--- config.mk ---
export PLATFORM = sky130hd
export DESIGN_NAME = execute_stage
export DESIGN_NICKNAME = d
export VERILOG_FILES = /design/src/design/mips_pkg.sv /design/src/design/execute_stage.sv
export SDC_FILE = /design/constraint.sdc
export NUM_CORES = 1
export LEC_CHECK = 0
export BUFFER_PORTS_ARGS = -buffer_cell sky130_fd_sc_hd__buf_2
export CAP_MARGIN = 20
export CORE_UTILIZATION = 55
export CTS_CLUSTER_SIZE = 14
export DETAILED_ROUTE_END_ITERATION = 7
export PLACE_DENSITY = 0.92
export SYNTH_ARGS = -nofsm -noshare
export SYNTH_HDL_FRONTEND = slang
export SYNTH_SLANG_ARGS = --single-unit
--- constraint.sdc ---
create_clock -name SYS_clk -period 5.3 [get_ports SYS_clk]
set_input_delay 0.53 -clock SYS_clk [delete_from_list [all_inputs] [get_ports SYS_clk]]
set_output_delay 0.53 -clock SYS_clk [all_outputs]
set_load 0.005 [all_outputs]
--- src/design/mips_pkg.sv ---
/* mips pipeline package
   widths, instruction codes and pipeline register layouts */
package mips_pkg;

    typedef logic [31:0] word_t;     // data, address and instruction
    typedef logic [4:0]  reg_addr_t; // register index

    typedef enum logic [5:0] {
        OP_RTYPE = 6'h00,
        OP_J     = 6'h02,
        OP_BEQ   = 6'h04,
        OP_BNE   = 6'h05,
        OP_ADDI  = 6'h08,
        OP_LW    = 6'h23,
        OP_SW    = 6'h2b
    } opcode_e;

    typedef enum logic [5:0] {
        FN_ADD = 6'h20,
        FN_SUB = 6'h22,
        FN_AND = 6'h24,
        FN_OR  = 6'h25,
        FN_SLT = 6'h2a
    } funct_e;

    typedef enum logic [2:0] {
        ALU_ADD,
        ALU_SUB,
        ALU_AND,
        ALU_OR,
        ALU_SLT
    } alu_op_e;

    localparam word_t RESET_PC = 32'h0040_0000; // first fetch address

    typedef struct packed {
        logic reg_write;
        logic mem_read;
        logic mem_write;
        logic mem_to_reg;  // load data goes to the register file
        logic alu_src_imm; // second alu operand is the immediate
        logic reg_dst_rd;  // write rd, else rt
        logic branch_ne;
        logic is_rtype;    // alu op comes from funct
    } ctrl_t;

    typedef struct packed {
        ctrl_t      ctrl;
        logic [5:0] funct;
        word_t      rs_val;
        word_t      rt_val;
        word_t      imm;
        reg_addr_t  dest;
    } id_ex_t;

    typedef struct packed {
        ctrl_t     ctrl;
        word_t     alu_result;
        word_t     store_data;
        reg_addr_t dest;
    } ex_mem_t;

    typedef struct packed {
        logic      reg_write;
        reg_addr_t dest;
        word_t     data;
    } wb_t;

endpackage

--- src/design/execute_stage.sv ---
/* execute stage
   decode/execute register, alu operation decode and alu */
`timescale 1ns/1ps

module execute_stage (
    input  logic                SYS_clk,
    input  logic                SYS_reset,
    input  logic                stall,
    input  mips_pkg::id_ex_t    id_ex,
    output mips_pkg::ex_mem_t   ex_mem,
    output mips_pkg::reg_addr_t ex_dest,
    output logic                ex_reg_write,
    output logic                ex_mem_read
);
    import mips_pkg::*;

    id_ex_t  ex_q;
    alu_op_e alu_op;
    word_t   alu_b;
    word_t   alu_result;

    always_ff @(posedge SYS_clk)
    begin
        if (SYS_reset || stall)
            ex_q <= '0; // bubble while decode is held
        else
            ex_q <= id_ex;
    end

    always_comb
    begin
        alu_op = ALU_ADD; // lw, sw and addi form an address or a sum
        if (ex_q.ctrl.is_rtype)
        begin
            case (funct_e'(ex_q.funct))
                FN_SUB:  alu_op = ALU_SUB;
                FN_AND:  alu_op = ALU_AND;
                FN_OR:   alu_op = ALU_OR;
                FN_SLT:  alu_op = ALU_SLT;
                default: alu_op = ALU_ADD;
            endcase
        end
    end

    assign alu_b = ex_q.ctrl.alu_src_imm ? ex_q.imm : ex_q.rt_val;

    always_comb
    begin
        case (alu_op)
            ALU_SUB: alu_result = ex_q.rs_val - alu_b;
            ALU_AND: alu_result = ex_q.rs_val & alu_b;
            ALU_OR:  alu_result = ex_q.rs_val | alu_b;
            ALU_SLT: alu_result = {31'd0, $signed(ex_q.rs_val) < $signed(alu_b)};
            default: alu_result = ex_q.rs_val + alu_b;
        endcase
    end

    always_comb
    begin
        ex_mem.ctrl       = ex_q.ctrl;
        ex_mem.alu_result = alu_result;
        ex_mem.store_data = ex_q.rt_val;
        ex_mem.dest       = ex_q.dest;
    end

    assign ex_dest      = ex_q.dest;
    assign ex_reg_write = ex_q.ctrl.reg_write;
    assign ex_mem_read  = ex_q.ctrl.mem_read;

endmodule

==> impl_results.md, run 1 <==
* Area contributors post-synth: dfxtp_1, ha_1, and2_1
* Global-route wire length before repair at 36250 µm
* Finished Core Util at 65.84%
* Post-CTS sizing at 0
* Mapped cell area at 8741 µm²
* Status: finished, final reports clean
* Primary FF master, synth: dfxtp_1
* Cts hold-fix bufs at 0
* IO Count at 202
* Share of cells above drive strength 1 at 22.72%
* H-tree depth at 4
* Pleak at 4.820 nW
* Final Cycle Share at 92.26%
* Actual slew at the worst max-slew pin at 865.8 ps
* Seq/Total Area, Yosys at 26.34%
* Final HPWL DP at 16490 µm
* Syn_area_per_cell at 8.049 µm²
* Vias at 7965
* Critical path fanouts, max at 21
* RSZ-0062 raised after global routing: false
* Worst setup SP type: flip-flop
* Final hold vios at 0
* Root Driver: clkbuf_16
* Post-synth cell types at 81
* Asr flop ratio synth at 0%
* Synth warn at 0
* Area leader, netlist: dfxtp_1
* Final Instance Count excl. Fillers at 1430
* Required time of the critical path at 4770 ps
* Syn Inst Count at 1086
* DR WL/cell at 15.71 µm
* Grt ovf at 0
* Critical path's slowest cell: o31ai_2
* Total of max-cap violations at 0
* Vias/cell at 5.570
* Clk sink count at 115
* Post-CTS Setup Inserts at 0
* CTS tree: built
* Fmax at 204.5 MHz
* Die height at 128.1 µm
* Total GRT Usage at 28.03%
* Crit end category: output port
* Most frequent cells in the layout: buf_2, and2_1, dfxtp_1
* CP peak stage delay at 470 ps
* Clock buffer depth at 2
* Min Tclk post-route at 4890 ps
* Num CTS Buffers at 17
* Crit Path Class: reg -> out
* Syn_nets at 1303
* Core area at 15370 µm²
* Router iterations before antenna repair at 5
* VDD IR-drop max at 0.3063 mV
* Die width at 128.1 µm
* EDFF count, synth at 0
* DIE AREA at 16400 µm²
* Initial Util at 56.87%
* Pin count of the biggest net entering global routing at 66
* Port Buffers at 201
* Area delta synth->final at 15.79%
* Worst-path cell chain: buf_4, mux2i_1, ha_1, nor2_1, o311a_1, o221ai_2, a31oi_4, nor3_2, o31ai_2, a21bo_2, a221oi_2, or4_1, o211ai_1, buf_2
* Pwr Density at 265.2 nW/µm²
* # DRC at 0
* Vias in the first global route at 7610
* Initial antenna violation count at 0
* Top cell type's share of synthesized area at 26.34%
* Commonest non-fill, non-tap cell in the layout: buf_2
* RePlAce Congestion at 0.9573
* Worst-path clk slew at 60 ps
* Final setup viols at 0
* Yosys reg bits at 115
* Slew Viols, Final at 0
* Setup TNS Final at 0 ps
* Final wirelength at 22460 µm
* # rows at 45
* CP Data Arrival Time at 4360 ps
* Hold WC Path Type: in -> reg
* Slew headroom at 42.28%
* Placed cells at 1398
* Post-DRT Antenna Nets at 0
* Nets at 1423
* 1st-iter DRT viols at 574
* Diodes inserted at 0
[worst max-delay path, delay by kind of cell (launching register included)]
family / cells / cell delay (ps)
compound gates: 7 / 1580
flops: 1 / 360
simple gates: 3 / 640
buf+inv: 2 / 520
fa+ha+maj: 1 / 430
mux: 1 / 380
[final timing paths]
path | from | to | depth (start not counted)
hold / removal | id_ex[62] | ex_mem[30] | 2
setup / recovery | ex_mem[72] | ex_mem[67] | 14
[logic make-up after synthesis]
logic type	after synthesis	share of synthesized area (%)
compound gates	299	23.76
simple gates	311	18.74
fa+ha+maj	99	14.34
mux	40	4.581
xor+xnor	5	0.5010
buf+inv	217	11.74
flops	115	26.34
[per-layer routing]
| layer | up-vias | global-route usage [%] | share of wire, % | wire, µm |
|---|---|---|---|---|
| met1 | 3572 | 33.51 | 42 | 9442 |
| met5 | - | 0 | 0 | 0 |
| met3 | 58 | 6.469 | 7.9 | 1766 |
| li1 | 3942 | - | - | - |
| met4 | 0 | 14.39 | 3.4 | 760 |
| met2 | 393 | 46.96 | 47 | 10490 |
[synthesized netlist by cell type, types with 3 or more instances]
| master | n |
|---|---|
| o211ai_1 | 8 |
| o21bai_1 | 16 |
| o21ai_1 | 4 |
| nand4_1 | 4 |
| o22ai_1 | 28 |
| o21ai_0 | 49 |
| nand2_1 | 46 |
| o221ai_1 | 3 |
| a21oi_1 | 80 |
| buf_2 | 8 |
| ha_1 | 97 |
| buf_4 | 51 |
| nor3_1 | 15 |
| and3_1 | 4 |
| nand2b_1 | 11 |
| nor2b_1 | 5 |
| o31ai_1 | 5 |
| o21a_1 | 7 |
| nor2_1 | 72 |
| a21o_1 | 12 |
| o221a_2 | 3 |
| mux2i_1 | 40 |
| and2_1 | 116 |
| nand3_1 | 16 |
| dfxtp_1 | 115 |
| clkbuf_1 | 44 |
| nor4_1 | 9 |
| a31oi_1 | 4 |
| a211oi_1 | 15 |
| a221oi_1 | 13 |
| o311a_1 | 3 |
| xnor2_1 | 5 |
| inv_1 | 106 |
| buf_1 | 5 |
| a22oi_1 | 5 |
[cell type report]
class / instances / area (µm²)
Fill cell: 1297 / 5250
Clock inverter: 15 / 217.7
Timing Repair Buffer: 212 / 1089
Inverter: 106 / 397.9
Sequential cell: 115 / 2305
Multi-Input combinational cell: 754 / 5423
Clock buffer: 17 / 425.4
Tap cell: 211 / 264.0
[where the power goes]
part,internal (mW),switching [mW],leakage [nW],total (mW)
Clock,0.801,0.450,0.317,1.25
Sequential,0.900,0.0193,0.946,0.920
Combinational,0.221,0.293,3.56,0.513
[stage by stage]
step	hold WS, ps	power, mW	cell area (µm²)	setup slack (ps)
6_report	294.2	2.685	10120	410.2
5_1_grt	285.5	2.806	10120	143.9
4_1_cts	283.3	2.700	10120	401.4
3_5_place_dp	731.8	1.442	9478	887.1
3_3_place_gp	728.2	1.430	9478	992.9
2_1_floorplan	651.7	1.302	8741	929.9
[flip-flops by register name, summed over array words and instances (netlist names)]
| signal | count |
|---|---|
| ex_reg_write | 1 |
| ex_q | 70 |
| ex_mem | 38 |
| ex_mem_read | 1 |
| ex_dest | 5 |
Power figures use the tool's default switching activity.
==> inputs of run 2 (changes only) <==
- RECOVER_POWER: unset -> 50
==> run 2 against run 1 <==
  * Utilization is 0.23 points lower
  * The flow now finishes with violations (max-capacitance violations, max-slew violations)
  * Total power hardly changed
  * Routed wire length hardly changed
  * Fmax is 0.49% lower
  * Worst setup slack worse by 24 ps
  * Design area is 0.35% lower
  * Flip-flop and latch count stayed put
  * Clock power hardly changed
  * Critical endpoint unchanged
  * Sequential share of layout area is 0.079 points higher
  * Critical path depth stayed put
  * Non-clock buffer count stayed put
  * First-iteration DRC count is 0.52% higher
==> impl_results.md, run 2 (synthesized netlist as in run 1, its figures left out) <==
* Status: complete, but fails checks (was finished, final reports clean)
* Failing checks: max-capacitance violations, max-slew violations
* Port Buffers at 201 (unchanged)
* 1st-iter DRT viols at 577 (was 574)
* Share of cells above drive strength 1 at 20.84% (was 22.72%)
* Global-route wire length before repair at 36250 µm (unchanged)
* Final setup viols at 0 (unchanged)
* Die height at 128.1 µm (unchanged)
* Sequential Area at 2305 µm² (unchanged)
* Num CTS Buffers at 17 (unchanged)
* Pwr Density at 265.9 nW/µm² (was 265.2 nW/µm²)
* Crit end category: output port (unchanged)
* Hold EP: ex_mem[30] (unchanged)
* Fin Hold WS at 292.5 ps (was 294.2 ps)
* Worst-path clk slew at 60 ps (about the same)
* Hold WC Path Type: in -> reg (unchanged)
* Total GRT Usage at 28.03% (unchanged)
* Combinational Power Share at 19.1% (about the same)
* Total chip power at 2.682 mW (was 2.685 mW)
* Post-DRT Antenna Nets at 0 (unchanged)
* # DRC at 0 (unchanged)
* Diodes inserted at 0 (unchanged)
* Worst setup SP type: flip-flop (unchanged)
* Final hold vios at 0 (unchanged)
* RSZ-0062 raised after global routing: false (unchanged)
* P_int at 1.920 mW (was 1.922 mW)
* Final wirelength at 22450 µm (was 22460 µm)
* Clk sink count at 115 (unchanged)
* Vias in the first global route at 7610 (unchanged)
* Cts hold-fix bufs at 0 (unchanged)
* Min-delay src: id_ex[62] (unchanged)
* Final Cycle Share at 92.71% (was 92.26%)
* Post-CTS Setup Inserts at 0 (unchanged)
* Root Driver: clkbuf_16 (unchanged)
* Vias/cell at 5.596 (was 5.570)
* Actual slew at the worst max-slew pin at 2552 ps (was 865.8 ps)
* Slew Viols, Final at 52 (was 0)
* Vias at 8002 (was 7965)
* Total of max-cap violations at 1 (was 0)
* CP Data Arrival Time at 4380 ps (was 4360 ps)
* Initial antenna violation count at 0 (unchanged)
* Die width at 128.1 µm (unchanged)
* RePlAce Congestion at 0.9573 (unchanged)
* CTS tree: built (unchanged)
* Router iterations before antenna repair at 5 (unchanged)
* Required time of the critical path at 4770 ps (about the same)
* Setup TNS Final at 0 ps (unchanged)
* Slew headroom at -70.76% (was 42.28%)
* Crit Path Class: reg -> out (unchanged)
* Critical path fanouts, max at 21 (unchanged)
* IO Count at 202 (unchanged)
* Final HPWL DP at 16490 µm (unchanged)
* Placed cell areas at 9478 µm² (unchanged)
* Clock group share of total power at 46.6% (about the same)
* Switching power at 762.5 µW (was 762.2 µW)
* # rows at 45 (unchanged)
* Most frequent cells in the layout: buf_2, dfxtp_1, inv_1 (was buf_2, and2_1, dfxtp_1)
* Nets at 1423 (unchanged)
* Largest register FFs at 70 (unchanged)
* Grt ovf at 0 (unchanged)
* Commonest non-fill, non-tap cell in the layout: buf_2 (unchanged)
* CP peak stage delay at 480 ps (was 470 ps)
* Area occupied by multi-input gates at 5415 µm² (was 5423 µm²)
* Initial Util at 56.87% (unchanged)
* Worst-path cell chain: buf_4, mux2i_1, ha_1, nor2_1, o311a_1, o221ai_2, a31oi_4, nor3_2, o31ai_2, a21bo_2, a221oi_2, or4_1, o211ai_1, buf_2 (unchanged)
* DR WL/cell at 15.70 µm (was 15.71 µm)
* H-tree depth at 4 (unchanged)
* Hold path cells at 2 (unchanged)
* Min Tclk post-route at 4914 ps (was 4890 ps)
* Finished Cell Area at 10090 µm² (was 10120 µm²)
* DIE AREA at 16400 µm² (unchanged)
* Fmax at 203.5 MHz (was 204.5 MHz)
* Finished Core Util at 65.62% (was 65.84%)
* Area delta synth->final at 15.39% (was 15.79%)
* Post-CTS sizing at 0 (unchanged)
* Fill cells at 1313 (was 1297)
* Sw Ratio at 28.43% (was 28.39%)
* VDD IR-drop max at 0.3063 mV (about the same)
* Sequential power share at 34.3% (about the same)
* Pin count of the biggest net entering global routing at 66 (unchanged)
* Pleak at 4.700 nW (was 4.820 nW)
* Biggest register: ex_q (unchanged)
* Clock buffer depth at 2 (unchanged)
* Critical path's slowest cell: o31ai_2 (unchanged)
* Core area at 15370 µm² (unchanged)
-- run 2: final cells by class --
cell class                      count  area share [%]
Clock buffer                       17           4.218
Sequential cell                   115           22.85
Timing Repair Buffer              212           10.52
Tap cell                          211           2.618
Inverter                          106           3.945
Clock inverter                     15           2.159
Multi-Input combinational cell    754           53.69
-- run 2: per-layer routing --
layer | up-vias | wire length, µm | GRT usage (%)
met2 | 428 | 10550 | 46.96
met3 | 65 | 1853 | 6.469
met1 | 3575 | 9293 | 33.51
li1 | 3934 | - | -
met4 | 0 | 757 | 14.39
met5 | - | 0 | 0
-- run 2: how the worst max path moves through the flow --
stage / slack (ps) / cells after the start / to / start
final: 390 / 14 / ex_mem[67] / ex_mem[72]
after global routing: 140 / 14 / ex_mem[67] / ex_mem[72]
after CTS: 400 / 14 / ex_mem[67] / ex_mem[72]
after detailed placement: 890 / 14 / ex_mem[67] / ex_mem[72]
after global placement: 990 / 15 / ex_mem[67] / ex_mem[72]
after floorplan: 930 / 16 / ex_mem[67] / ex_mem[72]
-- run 2: per-stage QoR --
stage                     worst slack, ps  cells
final                               386.4   1430
after global routing                143.9   1430
after CTS                           401.4   1430
after detailed placement            887.1   1398
after global placement              992.9   1398
after floorplan                     929.9   1086
-- run 2: worst max-delay path, delay by kind of cell (launching register included) --
family | cells | cell delay, ps
AO/OA/AOI/OAI | 7 | 1610
adder cells (fa/ha/maj) | 1 | 430
buffers and inverters | 2 | 520
flip-flops | 1 | 360
multiplexers | 1 | 380
AND/OR/NAND/NOR | 3 | 640
-- run 2: power groups by stage --
stage               Combinational (mW)  Clock, mW  Sequential, mW
floorplan                        0.369          0           0.933
global placement                 0.493          0           0.937
detailed placement               0.504          0           0.938
CTS                              0.510       1.27           0.920
global route                     0.563       1.32           0.924
finish                           0.511       1.25           0.920
