`config.mk`:
```
export PLATFORM = sky130hd
export DESIGN_NAME = hazard_unit
export DESIGN_NICKNAME = d
export VERILOG_FILES = /design/src/design/mips_pkg.sv /design/src/design/hazard_unit.sv
export SDC_FILE = /design/constraint.sdc
export NUM_CORES = 1
export LEC_CHECK = 0
export ABC_CLOCK_PERIOD_IN_PS = 1850
export BUFFER_PORTS_ARGS = -buffer_cell sky130_fd_sc_hd__buf_2
export CAP_MARGIN = 25
export CORE_AREA = 2 2 39 41
export CTS_BUF_LIST = sky130_fd_sc_hd__clkbuf_8
export DETAILED_ROUTE_END_ITERATION = 16
export DIE_AREA = 0 0 41 43
export SLEW_MARGIN = 20
export SYNTH_ARGS = -nofsm -noshare
export SYNTH_HDL_FRONTEND = slang
export SYNTH_SLANG_ARGS = --single-unit
```
`constraint.sdc`:
```
create_clock -name SYS_clk -period 1.85 [get_ports SYS_clk]
set_clock_uncertainty 0.15 [all_clocks]
set_input_delay 0.37 -clock SYS_clk [delete_from_list [all_inputs] [get_ports SYS_clk]]
set_output_delay 0.37 -clock SYS_clk [all_outputs]
set_load 0.01 [all_outputs]
```
`src/design/mips_pkg.sv`:
```
/* mips pipeline package
   widths, instruction codes and pipeline register layouts */
package mips_pkg;

    typedef logic [31:0] word_t;     // data, address and instruction
    typedef logic [4:0]  reg_addr_t; // register index

    typedef enum logic [5:0] {
        OP_RTYPE = 6'h00,
        OP_J     = 6'h02,
        OP_BEQ   = 6'h04,
        OP_BNE   = 6'h05,
        OP_ADDI  = 6'h08,
        OP_LW    = 6'h23,
        OP_SW    = 6'h2b
    } opcode_e;

    typedef enum logic [5:0] {
        FN_ADD = 6'h20,
        FN_SUB = 6'h22,
        FN_AND = 6'h24,
        FN_OR  = 6'h25,
        FN_SLT = 6'h2a
    } funct_e;

    typedef enum logic [2:0] {
        ALU_ADD,
        ALU_SUB,
        ALU_AND,
        ALU_OR,
        ALU_SLT
    } alu_op_e;

    localparam word_t RESET_PC = 32'h0040_0000; // first fetch address

    typedef struct packed {
        logic reg_write;
        logic mem_read;
        logic mem_write;
        logic mem_to_reg;  // load data goes to the register file
        logic alu_src_imm; // second alu operand is the immediate
        logic reg_dst_rd;  // write rd, else rt
        logic branch_ne;
        logic is_rtype;    // alu op comes from funct
    } ctrl_t;

    typedef struct packed {
        ctrl_t      ctrl;
        logic [5:0] funct;
        word_t      rs_val;
        word_t      rt_val;
        word_t      imm;
        reg_addr_t  dest;
    } id_ex_t;

    typedef struct packed {
        ctrl_t     ctrl;
        word_t     alu_result;
        word_t     store_data;
        reg_addr_t dest;
    } ex_mem_t;

    typedef struct packed {
        logic      reg_write;
        reg_addr_t dest;
        word_t     data;
    } wb_t;

endpackage

```
`src/design/hazard_unit.sv`:
```
/* hazard unit
   stall counter for producers still in flight, and decode forwarding selects */
`timescale 1ns/1ps

module hazard_unit (
    input  logic                SYS_clk,
    input  logic                SYS_reset,
    input  mips_pkg::reg_addr_t rs,
    input  mips_pkg::reg_addr_t rt,
    input  logic                uses_rs,
    input  logic                uses_rt,
    input  mips_pkg::reg_addr_t ex_dest,
    input  logic                ex_reg_write,
    input  logic                ex_mem_read,
    input  mips_pkg::reg_addr_t mem_dest,
    input  logic                mem_reg_write,
    input  logic                mem_mem_read,
    output logic                stall,
    output logic                fwd_rs,
    output logic                fwd_rt
);
    import mips_pkg::*;

    logic [1:0] stall_cnt;  // stall cycles left after the current one
    logic [1:0] stall_load; // stall length asked for by a new hazard
    logic       ex_hit;
    logic       mem_hit_rs;
    logic       mem_hit_rt;

    function automatic logic src_match(reg_addr_t dest, reg_addr_t src, logic used);
        return used && (dest != '0) && (dest == src);
    endfunction

    assign ex_hit     = ex_reg_write &&
                        (src_match(ex_dest, rs, uses_rs) || src_match(ex_dest, rt, uses_rt));
    assign mem_hit_rs = mem_reg_write && src_match(mem_dest, rs, uses_rs);
    assign mem_hit_rt = mem_reg_write && src_match(mem_dest, rt, uses_rt);

    always_comb
    begin
        stall_load = 2'd0;
        if (ex_hit)
            stall_load = ex_mem_read ? 2'd2 : 2'd1;  // load needs its data back from wb
        else if (mem_mem_read && (mem_hit_rs || mem_hit_rt))
            stall_load = 2'd1;                       // load one stage ahead
    end

    // a running count wins over any new match
    assign stall = (stall_cnt != 2'd0) || (stall_load != 2'd0);

    always_ff @(posedge SYS_clk)
    begin
        if (SYS_reset)
            stall_cnt <= 2'd0;
        else if (stall_cnt != 2'd0)
            stall_cnt <= stall_cnt - 2'd1;
        else if (stall_load != 2'd0)
            stall_cnt <= stall_load - 2'd1; // this cycle is the first stall
    end

    // alu result in memory goes straight to decode
    assign fwd_rs = !stall && !mem_mem_read && mem_hit_rs;
    assign fwd_rt = !stall && !mem_mem_read && mem_hit_rt;

endmodule

```
==> results.py, run 1 <==
metrics = {
    "outcome": {
        "status": "finished, violations left",
        "failed_checks": "setup timing",
    },
    "synthesis": {
        "ys_ff_latch": 2,
        "synth_seq_area_share": 0.110,
        "yosysMostFrequentCell": "xnor2_1",
        "synth-xor-area-share": 0.483,
        "ys_dominant_reg_cell": "dfxtp_1",
        "synth_top_family_by_area": "XOR/XNOR gates",
        "ys_async_sr_fraction": 0,
        "synthSimpleGateAreaFrac": 0.303,
        "synth_fa_ha_area_frac": 0,
        "synth.largest_area_cell": "xnor2_1",
        "synth_edf_count": 0,
        "netlist.area_leader.share": 0.483,
        "synth_mux_area_frac": 0,
        "syn_inst": 49,
        "ys_types": 14,
        "syn_area_per_cell_sq_um": 7.41,
        "synth_compound_area_frac": 0.103,
        "netlist_area_sq_um": 363,
        "syn_nets": 77,
        "yosys_warnings": 0,
        "netlist_top_cells_area": "xnor2_1, dfxtp_1, nand2_1",
        "synth_common_cells": "xnor2_1, nand2_1, nand4_1",
    },
    "route": {
        "dr_total_vias": 485,
        "avgViaCountPerCell": 4.58,
        "ant_nets": 0,
        "drcViolationCount": 0,
        "firstDrtPassIters": 2,
        "drt-wirelength-per-cell_microns": 10.5,
        "drt_iter0_drc": 2,
        "drt-total-wl_microns": 1110,
    },
    "sta": {
        "fmax_ghz": 0.482,
        "post-route-min-period_ps": 2080,
        "max_slew_margin": 0.861,
        "worst-slew-pin-transition_ps": 207,
        "setup_viol": 3,
        "hold_violations": 0,
        "rsz0062_at_grt": "true",
        "finalCritPeriodShare": 1.12,
        "setup_ws_ps": -226,
        "drv_slew": 0,
    },
    "cts": {
        "cts_buffers": 3,
        "clk_pin_slew_ps": 30,
        "ctsHoldBuffers": 0,
        "post_cts_buffers": 0,
        "cts_tree": "yes",
        "clock-sinks": 2,
        "cts_root_buffer": "clkbuf_8",
        "clockBufferDepth": 2,
        "h-tree-depth": 1,
        "clk_latency_ps": 210,
    },
    "cells_and_area": {
        "stdcell_count": 106,
        "largest_register": "stall_cnt",
        "largest_register_ffs": 2,
        "synthToLayoutAreaGrowth_pct": 93.8,
        "fin_area_sq_um": 703,
        "diodes": 0,
        "reg_top3": "stall_cnt: 2 flops",
        "fillerInstances": 151,
        "drive_gt1_frac": 0.533,
        "finish.net_count": 120,
    },
    "place": {
        "port_buffers": 30,
        "pre_cts_ws_ps": -261,
        "gp_congestion": 0.704,
        "dp_hpwl_microns": 948,
        "place_area_sq_um": 593,
        "placed_cells": 103,
    },
    "floorplanning": {
        "core_sq_um": 1380,
        "start_util": 0.262,
        "die_h_microns": 43,
        "num_rows": 14,
        "ioPinCount": 31,
        "dieArea_sq_um": 1760,
        "die_w_microns": 41,
    },
    "worst_setup_path": {
        "r2r_end": "stall_cnt[0]$_SDFFE_PP0P_",
        "cp-endpoint": "stall",
        "crit_path_start_kind": "input pin",
        "reg2regPathDepth": 3,
        "end_kind": "output pin",
        "rr_startpoint": "stall_cnt[0]$_SDFFE_PP0P_",
        "required_ps": 1330,
        "path_class": "in -> out",
        "arrival_ps": 1560,
        "cp-startpoint": "mem_dest[4]",
        "r2r_slack_ps": 970,
        "cp_max_fo": 2,
    },
    "min_path": {
        "holdCritStartpoint": "SYS_reset",
        "hold_path.class": "in -> reg",
        "min_path_cells": 2,
    },
    "pwr": {
        "p_leak_nw": 0.312,
        "ir_drop_uv": 193,
        "power_density_nw_per_um2": 482,
    },
    "global_routing": {
        "grt_pass1_vias": 516,
        "grt_overflow_total": 0,
        "antenna_found_initial": 0,
        "grt_max_degree": 5,
        "grt_pass1_wl_microns": 1900,
        "grtUsageTotal": 0.155,
    },
    "flow_run": {
        "cap_viol_max_count": 0,
    },
}
-- how the worst min path moves through the flow --
stage	slack, ps	to
final	190	stall_cnt[1]$_SDFFE_PP0P_
after global routing	200	stall_cnt[1]$_SDFFE_PP0P_
after CTS	190	stall_cnt[1]$_SDFFE_PP0P_
after detailed placement	320	stall_cnt[1]$_SDFFE_PP0P_
after global placement	300	stall_cnt[1]$_SDFFE_PP0P_
after floorplan	290	stall_cnt[1]$_SDFFE_PP0P_
-- per-layer routing --
| layer | track usage | wire (microns) |
|---|---|---|
| met5 | 0 | 0 |
| met4 | 0.0600 | 0 |
| met3 | 0.0157 | 84 |
| met2 | 0.284 | 612 |
| met1 | 0.165 | 415 |
-- through the flow --
stage                      util  hold slack (ps)  total power [mW]  TNS (ps)
after floorplan               -              287            0.0946     -9.49
after global placement    0.429              299             0.158      -686
after detailed placement  0.429              317             0.159      -711
after CTS                 0.505              185             0.344      -633
after global routing      0.508              195             0.364      -806
final                     0.508              188             0.339      -642
-- critical path: stages --
cell	delay [ps]
buf_6	90
or4_4	540
o21ai_4	160
nor3_2	50
o21ai_1	120
nand3_1	80
buf_2	140
-- power breakdown --
part           internal, mW  leakage, nW  switching (mW)
logic                0.0749        0.275          0.0527
registers            0.0436       0.0161        0.000123
clock network         0.137       0.0216          0.0306
-- kinds of logic (layout without fill, tap and decap cells) --
logic type / after synthesis / in the layout
xor+xnor: 20 / 20
simple gates: 22 / 22
flops: 2 / 2
buf+inv: 0 / 41
compound gates: 5 / 5
-- final cells by class --
| type | instances | area [sq um] | share of cell area |
|---|---|---|---|
| multi-input cells | 47 | 363 | 0.516 |
| repair buffers | 38 | 239 | 0.340 |
| clock buffers | 3 | 41.3 | 0.0587 |
| flip-flops and latches | 2 | 40.0 | 0.0569 |
| well taps | 16 | 20.0 | 0.0285 |
-- layout by cell type, fill, tap and decap left out --
cell type,count
and3_1,2
buf_2,26
buf_4,8
buf_6,3
buf_8,1
clkbuf_8,3
dfxtp_1,2
nand2_1,7
nand3_1,1
nand4_1,4
nor2_1,3
nor3_1,1
nor3_2,2
o211ai_4,1
o21ai_0,1
o21ai_1,1
o21ai_4,1
o22ai_2,1
or4_4,2
xnor2_1,20
-- timing repair --
action,in CTS,in global routing
cloned,0,0
gates resized for setup,12,1
pin swaps,6,4
endpoints found under the setup margin,3,3
(Power assumes the default switching activity.)
==> run 2: changes to the inputs <==
SETUP_SLACK_MARGIN = 0.05   (was unset)
==> run 2 against run 1 <==
The flow still finishes with violations (setup timing). Non-clock buffer count is 3 higher. Combinational power is 5% higher. Critical path type unchanged. Hold slack lost 6.3 ps. Register-to-register slack hardly changed. Setup slack lost 25 ps. Critical path depth stayed put. Cell count is 2.8% higher. Final area is 5.0% higher.
==> results.py, run 2 (synthesis gave the netlist of run 1 again) <==
metrics = {
    "sta": {
        "max_slew_margin": 0.864,
        "hold_violations": 0,
        "fmax_ghz": 0.476,
        "finalCritPeriodShare": 1.14,
        "setup_tns_ps": -628,
        "worst-slew-pin-transition_ps": 202,
        "setup_viol": 3,
        "whs_ps": 181,
        "setup_ws_ps": -251,
        "post-route-min-period_ps": 2100,
        "rsz0062_at_grt": "true",
        "drv_slew": 0,
    },
    "route": {
        "avgViaCountPerCell": 4.64,
        "drt-total-wl_microns": 1170,
        "ant_nets": 0,
        "firstDrtPassIters": 4,
        "drt-wirelength-per-cell_microns": 10.8,
        "drcViolationCount": 0,
        "drt_iter0_drc": 3,
        "dr_total_vias": 506,
    },
    "outcome": {
        "status": "finished, violations left",
        "failed_checks": "setup timing",
    },
    "worst_setup_path": {
        "cpMostUsedCell": "buf_2",
        "end_kind": "output pin",
        "path_class": "in -> out",
        "crit_path_start_kind": "input pin",
        "path_cells": "buf_2 > or4_4 > o21ai_4 > nor3_2 > o21ai_1 > nand3_1 > buf_2",
        "r2r_end": "stall_cnt[0]$_SDFFE_PP0P_",
        "reg2regPathDepth": 3,
        "required_ps": 1330,
        "cp_max_fo": 2,
        "cpPeakStageDelay_ps": 520,
        "arrival_ps": 1580,
        "rr_startpoint": "stall_cnt[0]$_SDFFE_PP0P_",
        "crit_slowest_cell": "or4_4",
        "r2r_slack_ps": 980,
    },
    "pwr": {
        "p_leak_nw": 0.328,
        "ir_drop_uv": 217,
        "power_density_nw_per_um2": 472,
        "total_power_mw": 0.348,
    },
    "floorplanning": {
        "die_h_microns": 43,
        "core_sq_um": 1380,
        "dieArea_sq_um": 1760,
        "ioPinCount": 31,
        "num_rows": 14,
        "start_util": 0.262,
        "die_w_microns": 41,
    },
    "place": {
        "pre_cts_ws_ps": -261,
        "dp_hpwl_microns": 928,
        "port_buffers": 30,
        "place_area_sq_um": 602,
        "placed_cells": 103,
        "gp_congestion": 0.719,
    },
    "cells_and_area": {
        "finish.net_count": 123,
        "stdcell_count": 109,
        "synthToLayoutAreaGrowth_pct": 103,
        "largest_register_ffs": 2,
        "mostFrequentLayoutCell": "buf_2",
        "diodes": 0,
        "reg_top3": "stall_cnt: 2 flops",
        "final_cell_mix": "buf_2, xnor2_1, buf_4",
        "largest_register": "stall_cnt",
        "fin_area_sq_um": 738,
        "fillerInstances": 139,
        "drive_gt1_frac": 0.570,
        "fin_util": 0.533,
    },
    "min_path": {
        "holdPathEnd": "stall_cnt[1]$_SDFFE_PP0P_",
        "hold_path.class": "in -> reg",
        "min_path_cells": 2,
        "holdCritStartpoint": "SYS_reset",
    },
    "global_routing": {
        "grt_pass1_wl_microns": 1930,
        "grt_overflow_total": 0,
        "grtUsageTotal": 0.160,
        "antenna_found_initial": 0,
        "grt_max_degree": 5,
        "grt_pass1_vias": 481,
    },
    "cts": {
        "h-tree-depth": 1,
        "clk_latency_ps": 210,
        "cts_root_buffer": "clkbuf_8",
        "clk_pin_slew_ps": 30,
        "clockBufferDepth": 2,
        "clock-sinks": 2,
        "cts_buffers": 3,
        "cts_tree": "yes",
    },
    "flow_run": {
        "cap_viol_max_count": 0,
    },
}
[run 2: cell count changes in the layout (fill, tap and decap cells not counted)]
cell     delta
xnor2_1     -1
and3_1      -1
buf_4       +3
and3_4      +1
xnor2_2     +1
[run 2: how the worst max path moves through the flow]
stage	startpoint	to	slack (ps)	depth (start not counted)
finish	mem_dest[2]	stall	-250	7
global route	mem_dest[2]	stall	-310	7
CTS	mem_dest[4]	stall	-260	7
detailed placement	mem_dest[1]	stall	-260	7
global placement	mem_dest[1]	stall	-240	7
floorplan	mem_dest[1]	stall	-9	5
[run 2: layout make-up]
class,instances,area [sq um],area share
clock buffers,3,41.3,0.0559
flip-flops and latches,2,40.0,0.0542
multi-input cells,47,375,0.508
repair buffers,41,262,0.354
well taps,16,20.0,0.0271
[run 2: power by group]
| group | internal, mW | switching (mW) | leakage, nW |
|---|---|---|---|
| Clock | 0.137 | 0.0334 | 0.0216 |
| Combinational | 0.0783 | 0.0552 | 0.291 |
| Sequential | 0.0436 | 0.000107 | 0.0161 |
| Total | 0.259 | 0.0887 | 0.328 |
[run 2: what timing repair did]
item / in CTS / in global routing
setup buffers: 2 / 1
hold buffers: 0 / 0
resized for setup: 12 / 1
pin swaps: 9 / 6
endpoints found under the setup margin: 3 / 3
cloned: 0 / 0
[run 2: routing by layer]
layer	wire length, microns	vias to the layer above	global-route usage	share of wire
met5	0	-	0	0
met4	12	0	0.0600	0.010
met3	92	2	0.0157	0.078
met2	652	25	0.288	0.56
met1	416	217	0.179	0.35
li1	-	262	-	-
[run 2: critical path, delay by kind of cell]
| family | cells | cell delay, ps |
|---|---|---|
| and+or+nand+nor | 3 | 650 |
| AOI/OAI and AO/OA | 2 | 290 |
| buffers and inverters | 2 | 250 |
==> run 3: changes to the inputs <==
==> constraint.sdc (replaced) <==
create_clock -name SYS_clk -period 1.85 [get_ports SYS_clk]
set_clock_uncertainty 0.15 [all_clocks]
set_input_delay 0.185 -clock SYS_clk [delete_from_list [all_inputs] [get_ports SYS_clk]]
set_output_delay 0.185 -clock SYS_clk [all_outputs]
set_load 0.01 [all_outputs]
==> run 3 against run 2 <==
The flow now finishes without violations. Cell count is 9.2% lower. Sequential power hardly changed. Combinational power is 19% lower. Maximum frequency is 20% higher. Core utilization is 9.1 points lower. Critical endpoint unchanged. Largest power group unchanged.
==> results.py, run 3 (synthesis gave the netlist of run 1 again) <==
metrics = {
    "outcome": {
        "status": "finished clean",
    },
    "route": {
        "avgViaCountPerCell": 4.40,
        "drt-total-wl_microns": 929,
        "ant_nets": 0,
        "drt_iter0_drc": 1,
        "firstDrtPassIters": 2,
        "dr_total_vias": 436,
        "drt-wirelength-per-cell_microns": 9.38,
        "drcViolationCount": 0,
    },
    "cells_and_area": {
        "fillerInstances": 151,
        "drive_gt1_frac": 0.458,
        "finish.net_count": 113,
        "final_cell_mix": "buf_2, xnor2_1, nand2_1",
        "reg_top3": "stall_cnt: 2 flops",
        "synthToLayoutAreaGrowth_pct": 68.6,
        "largest_register": "stall_cnt",
        "largest_register_ffs": 2,
        "mostFrequentLayoutCell": "buf_2",
        "diodes": 0,
        "stdcell_count": 99,
    },
    "worst_setup_path": {
        "rr_startpoint": "stall_cnt[0]$_SDFFE_PP0P_",
        "r2r_end": "stall_cnt[0]$_SDFFE_PP0P_",
        "end_kind": "output pin",
        "r2r_slack_ps": 970,
        "reg2regPathDepth": 3,
        "required_ps": 1510,
        "path_class": "in -> out",
        "arrival_ps": 1410,
        "crit_path_start_kind": "input pin",
        "cp_max_fo": 3,
    },
    "min_path": {
        "holdPathEnd": "stall_cnt[0]$_SDFFE_PP0P_",
        "hold_path.class": "in -> reg",
        "holdCritStartpoint": "ex_mem_read",
        "min_path_cells": 3,
    },
    "flow_run": {
        "cap_viol_max_count": 0,
    },
    "floorplanning": {
        "core_sq_um": 1380,
        "die_w_microns": 41,
        "num_rows": 14,
        "dieArea_sq_um": 1760,
        "start_util": 0.262,
        "die_h_microns": 43,
        "ioPinCount": 31,
    },
    "sta": {
        "rsz0062_at_grt": "false",
        "finalCritPeriodShare": 0.943,
        "drv_slew": 0,
        "hold_violations": 0,
        "worst-slew-pin-transition_ps": 189,
        "fmax_ghz": 0.573,
        "max_slew_margin": 0.873,
        "post-route-min-period_ps": 1740,
        "setup_viol": 0,
        "setup_tns_ps": 0,
    },
    "pwr": {
        "p_switching_mw": 0.0756,
        "seq_power_share": 0.139,
        "power_density_nw_per_um2": 516,
        "total_power_mw": 0.316,
        "p_int_mw": 0.240,
        "swShare": 0.239,
        "ir_drop_uv": 338,
        "pwr-share-comb": 0.341,
        "p_leak_nw": 0.262,
        "pwr-share-clk": 0.521,
    },
    "global_routing": {
        "grt_overflow_total": 0,
        "grtUsageTotal": 0.117,
        "grt_max_degree": 5,
        "grt_pass1_vias": 378,
        "grt_pass1_wl_microns": 1440,
        "antenna_found_initial": 0,
    },
    "cts": {
        "cts_tree": "yes",
        "h-tree-depth": 1,
        "clk_latency_ps": 200,
        "clock-sinks": 2,
        "clk_pin_slew_ps": 20,
        "cts_root_buffer": "clkbuf_8",
        "cts_buffers": 3,
        "post_cts_buffers": 0,
        "clockBufferDepth": 2,
    },
    "place": {
        "dp_hpwl_microns": 873,
        "placed_cells": 95,
        "port_buffers": 30,
        "gp_congestion": 0.744,
    },
}
[run 3: critical path, stage by stage]
cell and delay, ps:
buf_2 130, or4_4 520, o21ai_4 180, nor3_2 50, o21ai_1 120, nand3_1 70, buf_2 140
[run 3: worst max path at each step]
stage | start | endpoint | slack [ps] | depth (start not counted)
2_1_floorplan | mem_dest[1] | stall | 360 | 5
3_3_place_gp | mem_dest[1] | stall | 120 | 7
3_5_place_dp | mem_dest[1] | stall | 90 | 7
4_1_cts | mem_dest[1] | stall | 90 | 7
5_1_grt | mem_dest[2] | stall | 60 | 7
6_report | mem_dest[2] | stall | 110 | 7
[run 3: timing repair]
| item | 4_1_cts | 5_1_grt |
|---|---|---|
| hold endpoints to repair | 1 | 0 |
| gates resized for setup | 0 | 6 |
| hold buffers | 1 | 0 |
| endpoints found under the setup margin | 0 | 1 |
[run 3: layer usage]
metal	wire (microns)	part of all wire	up-vias	GRT usage
li1	-	-	240	-
met3	107	0.12	0	0.0419
met1	396	0.43	173	0.162
met5	0	0	-	0
met4	0	0	0	0.0200
met2	424	0.46	23	0.172
[run 3: layout make-up]
| type | count | area, sq um | share of cell area |
|---|---|---|---|
| clock buffers | 3 | 41.3 | 0.0675 |
| multi-input cells | 47 | 344 | 0.562 |
| flip-flops and latches | 2 | 40.0 | 0.0654 |
| well taps | 16 | 20.0 | 0.0327 |
| repair buffers | 31 | 166 | 0.272 |
[run 3: metrics by stage]
stage	util	setup slack (ps)	cell area (sq um)	hold slack [ps]
2_1_floorplan	-	361	363	107
3_3_place_gp	0.385	120	533	208
3_5_place_dp	0.385	94.6	533	211
4_1_cts	0.422	92.1	584	92.0
5_1_grt	0.442	58.2	612	127
6_report	0.442	105	612	91.7
[run 3: power groups by stage]
stage	registers, mW	logic [mW]	clock network, mW
floorplan	0.0442	0.0503	0
global placement	0.0443	0.101	0
detailed placement	0.0443	0.102	0
CTS	0.0438	0.104	0.170
global route	0.0438	0.118	0.173
finish	0.0438	0.108	0.164
